### src/logic/timer_config.svh
`ifndef TIMER_CONFIG_SVH
`define TIMER_CONFIG_SVH

// Register map, byte offsets on the AXI4-Lite bus.
`define TIMER_ADDR_W      4
`define TIMER_VALUE_OFS   4'h0
`define TIMER_CTRL_OFS    4'h4
`define TIMER_MAX_OFS     4'h8
`define TIMER_STATUS_OFS  4'hC

// Bus data word.
`define TIMER_DATA_W      32

// Timer field widths.
`define TIMER_VALUE_W     16
`define TIMER_PRESCALE_W  4

// Max register comes up at full range.
`define TIMER_MAX_RESET   16'hFFFF

`endif

### src/logic/timerPkg.sv
`default_nettype none
`include "timer_config.svh"

package timerPkg;

	// Counter and maximum values.
	typedef logic [`TIMER_VALUE_W-1:0] timerValueT;
	// Divisor minus one.
	typedef logic [`TIMER_PRESCALE_W-1:0] prescaleT;

	// Bus vectors.
	typedef logic [`TIMER_ADDR_W-1:0] axiAddrT;
	typedef logic [`TIMER_DATA_W-1:0] axiDataT;
	typedef logic [1:0] axiRespT;

	// Response codes.
	localparam axiRespT respOkay = 2'b00;
	localparam axiRespT respSlvErr = 2'b10;

	// Master side of the AXI4-Lite link.
	typedef struct packed {
		axiAddrT awaddr;
		logic    awvalid;
		axiDataT wdata;
		logic    wvalid;
		logic    bready;
		axiAddrT araddr;
		logic    arvalid;
		logic    rready;
	} axiLiteReqT;

	// Slave side of the AXI4-Lite link.
	typedef struct packed {
		logic    awready;
		logic    wready;
		axiRespT bresp;
		logic    bvalid;
		logic    arready;
		axiDataT rdata;
		axiRespT rresp;
		logic    rvalid;
	} axiLiteRspT;

	// Settings handed from the register block to the core.
	typedef struct packed {
		logic       enable;
		prescaleT   prescale;
		timerValueT max;
	} timerCtrlT;

endpackage

`default_nettype wire

### src/logic/timerRegs.sv
`timescale 1ns/100ps
`default_nettype none
`include "timer_config.svh"

module timerRegs (
	input  logic                 clk,
	input  logic                 arstN,
	input  timerPkg::axiLiteReqT axiReq,
	output timerPkg::axiLiteRspT axiRsp,
	output timerPkg::timerCtrlT  ctrl,
	output logic                 valueLoad,
	output timerPkg::timerValueT loadValue,
	input  timerPkg::timerValueT counterValue,
	input  logic                 wrap
);

	// Handshake state.
	logic wrAccept;
	logic rdAccept;
	logic bvalid;
	logic rvalid;
	timerPkg::axiRespT bresp;
	timerPkg::axiRespT rresp;
	timerPkg::axiDataT rdata;

	// Write decode.
	logic selValue;
	logic selCtrl;
	logic selMax;
	logic selStatus;
	logic wrAddrOk;

	// Read decode.
	timerPkg::axiDataT rdNext;
	logic rdAddrOk;

	// Sticky wrap flag.
	logic statusFlag;

	// Address and data are taken together, only with no response pending.
	assign wrAccept = axiReq.awvalid & axiReq.wvalid & ~bvalid;
	// One read in flight at a time.
	assign rdAccept = axiReq.arvalid & ~rvalid;

	// Only the four aligned offsets are real registers.
	always_comb begin
		selValue = 1'b0;
		selCtrl = 1'b0;
		selMax = 1'b0;
		selStatus = 1'b0;
		wrAddrOk = 1'b1;
		case (axiReq.awaddr)
			`TIMER_VALUE_OFS:  selValue = 1'b1;
			`TIMER_CTRL_OFS:   selCtrl = 1'b1;
			`TIMER_MAX_OFS:    selMax = 1'b1;
			`TIMER_STATUS_OFS: selStatus = 1'b1;
			default:           wrAddrOk = 1'b0;
		endcase
	end

	// Value writes go straight to the core as a load strobe.
	assign valueLoad = wrAccept & selValue;
	assign loadValue = axiReq.wdata[`TIMER_VALUE_W-1:0];

	// Control and max fields.
	always_ff @(posedge clk or negedge arstN) begin
		if (!arstN) begin
			ctrl.enable <= 1'b0;
			ctrl.prescale <= '0;
			ctrl.max <= `TIMER_MAX_RESET;
		end else if (wrAccept) begin
			if (selCtrl) begin
				ctrl.enable <= axiReq.wdata[0];
				ctrl.prescale <= axiReq.wdata[`TIMER_PRESCALE_W+3:4];
			end
			if (selMax) begin
				ctrl.max <= axiReq.wdata[`TIMER_VALUE_W-1:0];
			end
		end
	end

	// Wrap sets the flag and beats a same-cycle clear.
	always_ff @(posedge clk or negedge arstN) begin
		if (!arstN) begin
			statusFlag <= 1'b0;
		end else if (wrap) begin
			statusFlag <= 1'b1;
		end else if (wrAccept && selStatus && axiReq.wdata[0]) begin
			statusFlag <= 1'b0;
		end
	end

	// Write response, held until bready.
	always_ff @(posedge clk or negedge arstN) begin
		if (!arstN) begin
			bvalid <= 1'b0;
		end else if (wrAccept) begin
			bvalid <= 1'b1;
		end else if (axiReq.bready) begin
			bvalid <= 1'b0;
		end
	end

	always_ff @(posedge clk) begin
		if (wrAccept) begin
			bresp <= wrAddrOk ? timerPkg::respOkay : timerPkg::respSlvErr;
		end
	end

	// Readback mux, unused bits stay zero.
	always_comb begin
		rdNext = '0;
		rdAddrOk = 1'b1;
		case (axiReq.araddr)
			`TIMER_VALUE_OFS: rdNext[`TIMER_VALUE_W-1:0] = counterValue;
			`TIMER_CTRL_OFS: begin
				rdNext[0] = ctrl.enable;
				rdNext[`TIMER_PRESCALE_W+3:4] = ctrl.prescale;
			end
			`TIMER_MAX_OFS:    rdNext[`TIMER_VALUE_W-1:0] = ctrl.max;
			`TIMER_STATUS_OFS: rdNext[0] = statusFlag;
			default:           rdAddrOk = 1'b0;
		endcase
	end

	// Read response, held until rready.
	always_ff @(posedge clk or negedge arstN) begin
		if (!arstN) begin
			rvalid <= 1'b0;
		end else if (rdAccept) begin
			rvalid <= 1'b1;
		end else if (axiReq.rready) begin
			rvalid <= 1'b0;
		end
	end

	// Data sampled at acceptance.
	always_ff @(posedge clk) begin
		if (rdAccept) begin
			rdata <= rdNext;
			rresp <= rdAddrOk ? timerPkg::respOkay : timerPkg::respSlvErr;
		end
	end

	// Drive the slave side of the bus.
	always_comb begin
		axiRsp.awready = wrAccept;
		axiRsp.wready = wrAccept;
		axiRsp.bresp = bresp;
		axiRsp.bvalid = bvalid;
		axiRsp.arready = rdAccept;
		axiRsp.rdata = rdata;
		axiRsp.rresp = rresp;
		axiRsp.rvalid = rvalid;
	end

endmodule

`default_nettype wire

### src/logic/timerCore.sv
`timescale 1ns/100ps
`default_nettype none

module timerCore (
	input  logic                 clk,
	input  logic                 arstN,
	input  timerPkg::timerCtrlT  ctrl,
	input  logic                 valueLoad,
	input  timerPkg::timerValueT loadValue,
	output timerPkg::timerValueT value,
	output logic                 wrap,
	output logic                 irq
);

	// Prescaler count.
	timerPkg::prescaleT psCount;
	// Counter advance strobe.
	logic tick;
	// Counter sits at the wrap point.
	logic atMax;

	// Tick ends each prescale period.
	// Greater-or-equal also recovers when prescale is lowered mid-count.
	assign tick = ctrl.enable & (psCount >= ctrl.prescale);
	assign atMax = (value == ctrl.max);

	// Wrap from max to zero, unless a load takes the edge.
	assign wrap = tick & atMax & ~valueLoad;

	// Prescaler restarts on load, on tick and while disabled.
	always_ff @(posedge clk or negedge arstN) begin
		if (!arstN) begin
			psCount <= '0;
		end else if (valueLoad || !ctrl.enable || tick) begin
			psCount <= '0;
		end else begin
			psCount <= psCount + 1'b1;
		end
	end

	// Value counter.
	always_ff @(posedge clk or negedge arstN) begin
		if (!arstN) begin
			value <= '0;
		end else if (valueLoad) begin
			// Bus load wins over counting.
			value <= loadValue;
		end else if (tick) begin
			if (atMax) begin
				value <= '0;
			end else begin
				value <= value + 1'b1;
			end
		end
	end

	// Interrupt lags wrap by one cycle.
	always_ff @(posedge clk or negedge arstN) begin
		if (!arstN) begin
			irq <= 1'b0;
		end else begin
			irq <= wrap;
		end
	end

endmodule

`default_nettype wire

### src/logic/timerTop.sv
`timescale 1ns/100ps
`default_nettype none

module timerTop (
	input  logic                 clk,
	input  logic                 arstN,
	input  timerPkg::axiLiteReqT axiReq,
	output timerPkg::axiLiteRspT axiRsp,
	output logic                 irq
);

	// Register block to core.
	timerPkg::timerCtrlT ctrl;
	logic valueLoad;
	timerPkg::timerValueT loadValue;
	// Core back to register block.
	timerPkg::timerValueT counterValue;
	logic wrap;

	// Bus slave and register file.
	timerRegs timerRegs_i (
		.clk          (clk),
		.arstN        (arstN),
		.axiReq       (axiReq),
		.axiRsp       (axiRsp),
		.ctrl         (ctrl),
		.valueLoad    (valueLoad),
		.loadValue    (loadValue),
		.counterValue (counterValue),
		.wrap         (wrap)
	);

	// Prescaler and counter.
	timerCore timerCore_i (
		.clk       (clk),
		.arstN     (arstN),
		.ctrl      (ctrl),
		.valueLoad (valueLoad),
		.loadValue (loadValue),
		.value     (counterValue),
		.wrap      (wrap),
		.irq       (irq)
	);

endmodule

`default_nettype wire

### config.mk
export PLATFORM = sky130hd
export DESIGN_NAME = timerTop
export DESIGN_NICKNAME = d
export VERILOG_FILES = /design/src/logic/timerPkg.sv /design/src/logic/timerRegs.sv /design/src/logic/timerCore.sv /design/src/logic/timerTop.sv
export VERILOG_INCLUDE_DIRS = /design/src /design/src/logic
export SDC_FILE = /design/constraint.sdc
export NUM_CORES = 1
export LEC_CHECK = 0
export ABC_AREA = 1
export BUFFER_PORTS_ARGS = -buffer_cell sky130_fd_sc_hd__buf_2
export CAP_MARGIN = 5
export CORE_MARGIN = 5
export CORE_UTILIZATION = 33
export CTS_BUF_LIST = sky130_fd_sc_hd__clkbuf_2 sky130_fd_sc_hd__clkbuf_4 sky130_fd_sc_hd__clkbuf_8
export DETAILED_ROUTE_END_ITERATION = 12
export PLACE_DENSITY = 0.63
export SYNTH_ARGS = -nofsm -noshare
export SYNTH_HDL_FRONTEND = slang
export SYNTH_HIERARCHICAL = 1
export SYNTH_SLANG_ARGS = --single-unit
### constraint.sdc
create_clock -name clk -period 2.4 [get_ports clk]
set_input_delay 0.24 -clock clk [delete_from_list [all_inputs] [get_ports clk]]
set_output_delay 0.24 -clock clk [all_outputs]
set_load 0.01 [all_outputs]
# Word level (Yosys, flattened, before mapping)
# Cells that the tools add are included.
# classes
n_lt_le_gt_ge,1
mux,22
bitwise_logic,10
n_eq_ne,7
add_sub_neg,2
reduce_logical,15
# op_table
op,n
$mux 16,3
$add 16x1->16 const B,1
$eq 16x16->1,1
$eq 4x4->1 const B,4
$pmux 8 s2,1
$mux 1,12
$pmux 4 s3,1
$eq 4x3->1 const B,2
$logic_not 4->1,2
$reduce_bool 2->1,4
$reduce_or 4->1,2
$and 1x1->1,7
$pmux 3 s2,1
$add 4x1->4 const B,1
$ge 4x4->1,1
$mux 2,2
$mux 4,1
$pmux 1 s4,1
$reduce_and 2->1,2
$not 1->1,3
$logic_and 1x1->1,2
$logic_or 1x1->1,2
$logic_not 1->1,1
# word_totals
ff_bits,65
output_inout_bits,42
in_bits,47
wordCells,69

# Logic depth before layout (Yosys ltp)
# depth
depth_word,6
mapped_depth,13
ltp_nobuf,11

# Hierarchy
# The synthesis kept the hierarchy.
# modules_own_cells
module,instances,cells_each,area_per_inst_um2,seq_area_each_um2
timerRegs,1,245,2232.1,1161.1
timerCore,1,307,1873.0,525.5

# Worst setup path after synthesis
# Ideal clock, no wire load.
# synth_timing
path_type,reg-to-reg
startpoint,register timerRegs_i/ctrl[17] (netlist name)
endpoint,register timerRegs_i.statusFlag
path_slack_ps,737
synth_period_minus_slack_ps,1663
path_buffers,1
t_arrival_ps,1547
path_stages_with_launch,12
t_required_ps,2284
cell_sequence,dfrtp_1 -> inv_1 -> ha_1 -> inv_1 -> nor2_1 -> o211ai_1 -> nand3_1 -> nand2_2 -> buf_1 -> nor3_2 -> inv_1 -> nand2_1
# synth_via
elab_chain_len,5
# synth_lines
item,line,text
$ge 4x4->1 *,timerCore.sv:24,assign tick = ctrl.enable & (psCount >= ctrl.prescale);
$and 1x1->1 *,timerCore.sv:24,
$and 1x1->1 * (2 in series),timerCore.sv:28,assign wrap = tick & atMax & ~valueLoad;
via wrap,timerTop.sv:18,logic wrap;
$mux 1 or $reduce_bool 2->1 (tied branches),-,
to (signal assigned),timerRegs.sv:85,statusFlag <= 1'b0;
to (signal assigned),timerRegs.sv:87,statusFlag <= 1'b1;
to (signal assigned),timerRegs.sv:89,statusFlag <= 1'b0;
to (decl),timerRegs.sv:38,logic statusFlag;
# The timed path passes the listed nets; every way through them passes the cells marked *.
# A chain may end at the register's enable or synchronous reset.

# Final worst setup path
# layout_timing
startpoint,register timerRegs_i/ctrl[17] (netlist name)
endpoint,register timerCore_i.value[3]
# layout_via
elab_chain_len,3
# layout_lines
item,line,text
$ge 4x4->1,timerCore.sv:24,
$and 1x1->1,timerCore.sv:24,
$reduce_bool 2->1 (no line),-,
to (signal assigned),timerCore.sv:47,value <= loadValue;
to (signal assigned),timerCore.sv:52,value <= value + 1'b1;
to (decl),timerCore.sv:10,"output timerPkg::timerValueT value,"
# No other way between the ends.

==> impl_metrics.env <==
export IMPL_setup_viol=0
export IMPL_critPathMaxStageDelay_ns=0.38
export IMPL_fin_cells=756
export IMPL_totalPowerFinal_uw=3320
export IMPL_critPathLaunchType="flip-flop"
export IMPL_period_needed_ns=1.83
export IMPL_grt_overflow=0
export IMPL_cp_end_kind="flip-flop"
export IMPL_finalHoldViolations=0
export IMPL_period_share=0.761
export IMPL_layout_common_cells="nand2_1 (197), nand3_1 (86), buf_2 (54)"
export IMPL_die_w_um=122
export IMPL_drt_pass1_iter_count=5
export IMPL_p_per_area_nw_per_um2=733
export IMPL_syn_instance_count=552
export IMPL_finalNetCount=636
export IMPL_fp_row_count=40
export IMPL_p_sw_frac=0.336
export IMPL_maxCapViolCount=0
export IMPL_worst_ep_arrival_time_ns=2.06
export IMPL_antenna_found_initial=0
export IMPL_internal_power_uw=2210
export IMPL_finClkSkew_ns=0.00769
export IMPL_fmax_ghz=0.548
export IMPL_ys_ff_latch=63
export IMPL_post_cts_setup_buffers=0
export IMPL_mostFrequentLayoutCell="nand2_1"
export IMPL_timing_final_ws_setup_ns=0.574
export IMPL_ys_seq_area_frac=0.411
export IMPL_core_um2=12100
export IMPL_clk_pin_slew_ns=0.07
export IMPL_grt_pass1_wl_um=16300
export IMPL_dp_cells=739
export IMPL_pwr_share_seq=0.450
export IMPL_hp_class="in2reg"
export IMPL_p_leak_uw=0.00228
export IMPL_vias_per_cell=4.63
export IMPL_wl_per_cell_um=13.1
export IMPL_yosysWarnings=6
export IMPL_clk_latency_ns=0.34
export IMPL_dieHeight_um=122
export IMPL_status="complete, no violations"
export IMPL_switchingPower_uw=1120
export IMPL_tritoncts="done"
export IMPL_crit_type="reg2reg"
export IMPL_track_usage=0.139
export IMPL_p_comb_frac=0.254
export IMPL_first_iter_violations=263
export IMPL_wirelength_um=9890
export IMPL_dieArea_um2=14800
export IMPL_post_cts_resize_count=0
export IMPL_gp_congestion=0.895
export IMPL_slowest_stage="dfrtp_1"
export IMPL_syn_area_um2=4110
export IMPL_worst_slew_pin_slew_ns=0.631
export IMPL_place_hpwl_um=7070
export IMPL_setup_tns_ns=0
export IMPL_fill_cells=1298
export IMPL_cts_path_max_buffers=2
export IMPL_synth_distinct_cells=32
export IMPL_slew_headroom=0.579
export IMPL_syn_to_final_growth_pct=10.4
export IMPL_htree_levels=3
export IMPL_grt_max_degree=40
export IMPL_whs_ns=0.0829
export IMPL_via_count=3499
export IMPL_critPathMaxFanout=17
export IMPL_drive_above_1_share=0.231
export IMPL_drv_slew=0
export IMPL_ios=89
export IMPL_start_util=0.339
export IMPL_portBuffers=54
export IMPL_grt_pass1_vias=3323
export IMPL_drtAntennaViolNets=0
export IMPL_dpl_worst_slack_ns=0.535
export IMPL_avgSynthCellArea_um2=7.44
export IMPL_antenna_cells=0
export IMPL_cp_data_required_time_ns=2.63
export IMPL_drc_errors=0
export IMPL_vdd_drop_max_v=0.000221
export IMPL_clockPowerShare=0.296
export IMPL_rsz0062_at_grt="no"
export IMPL_crit_chain="inv_1, ha_1, inv_1, nor2_1, o211ai_1, nand3_1, nand2_2, nand2_1, buf_4, nand2_1, o21ai_1"
export IMPL_cts_root_buf="clkbuf_8"
export IMPL_numCtsBuffers=9
export IMPL_clock_sinks=63
[layer usage]
metal / share of wire / global-route usage
met1: 0.43 / 0.173
met2: 0.49 / 0.237
met3: 0.053 / 0.0279
met4: 0.021 / 0.0525
met5: 0 / 0
[registers in the layout, summed over array words and instances (netlist names)]
register,count
timerCore_i/psCount,4
timerRegs_i/rvalid,1
timerRegs_i/rdata,16
timerRegs_i/bresp,1
timerRegs_i/rresp,1
timerRegs_i/statusFlag,1
timerRegs_i/ctrl,21
timerRegs_i/bvalid,1
timerCore_i/irq,1
timerCore_i/value,16
[power by group through the flow]
stage | logic [uW] | clock network (uW) | registers, uW
2_1_floorplan | 697 | 0 | 1470
3_3_place_gp | 820 | 0 | 1500
3_5_place_dp | 842 | 0 | 1520
4_1_cts | 848 | 1010 | 1500
5_1_grt | 966 | 1070 | 1530
6_report | 845 | 983 | 1490
[layout make-up]
cell class                      count  area [um2]  area share
Timing Repair Buffer               63         353      0.0779
Inverter                           51         191      0.0423
Tap cell                          168         210      0.0464
Clock inverter                      1        30.0     0.00663
Clock buffer                       15         181      0.0400
Multi-Input combinational cell    395        1880       0.415
Sequential cell                    63        1690       0.372
[per-stage QoR]
stage | instance area, um2 | utilization
2_1_floorplan | 4170 | -
3_3_place_gp | 4310 | 0.356
3_5_place_dp | 4310 | 0.356
4_1_cts | 4530 | 0.374
5_1_grt | 4530 | 0.374
6_report | 4530 | 0.374
[synth_stat cells (all sizes together)]
library cell,number,area share
nand3b,1,0.0018
nor3b,1,0.0018
o21ai,8,0.0098
dfrtp,29,0.18
xnor2,1,0.0021
a21oi,2,0.0024
nor3,5,0.0073
nand2,203,0.19
xor2,9,0.019
clkbuf,3,0.0027
edfxtp,18,0.13
ha,6,0.018
inv,49,0.045
buf,57,0.10
dfstp,16,0.10
clkinv,2,0.0018
conb,1,0.00091
nor2,36,0.041
nand3,96,0.13
o211ai,1,0.0018
nand4,8,0.012
[worst max-delay path: cells and delay by family, from the launching register on]
kind	cells	cell delay, ns
AND/OR/NAND/NOR	5	0.43
buffers and inverters	3	0.39
flip-flops	1	0.38
AO/OA/AOI/OAI	2	0.22
adder cells (fa/ha/maj)	1	0.30
[final timing paths]
path / start / end / slack [ns] / cells after the start
min in group asynchronous: arstN / timerRegs_i/bvalid / 0.42 / 2
min: axiReq[6] / timerRegs_i/bvalid / 0.08 / 2
max: timerRegs_i/ctrl[17] / timerCore_i/value[3] / 0.57 / 11
max reg2reg: timerRegs_i/ctrl[17] / timerCore_i/value[3] / 0.57 / 11
min reg2reg: timerRegs_i/statusFlag / timerRegs_i/statusFlag / 0.48 / 2
max in group asynchronous: arstN / timerRegs_i/ctrl[11] / 1.39 / 3
[cell families after synthesis]
family / share of synthesized area
XOR/XNOR: 0.0213
AND/OR/NAND/NOR: 0.386
adder cells (fa/ha/maj): 0.0183
buffers and inverters: 0.149
other: 0.000913
flip-flops: 0.411
AO/OA/AOI/OAI: 0.0140
[repair_timing]
| action | in CTS | in global routing |
|---|---|---|
| hold buffers | 1 | 0 |
| endpoints found under the hold margin | 13 | 0 |
| endpoints found under the setup margin | 0 | 0 |
Note: power is estimated with default switching activity, not from simulation.
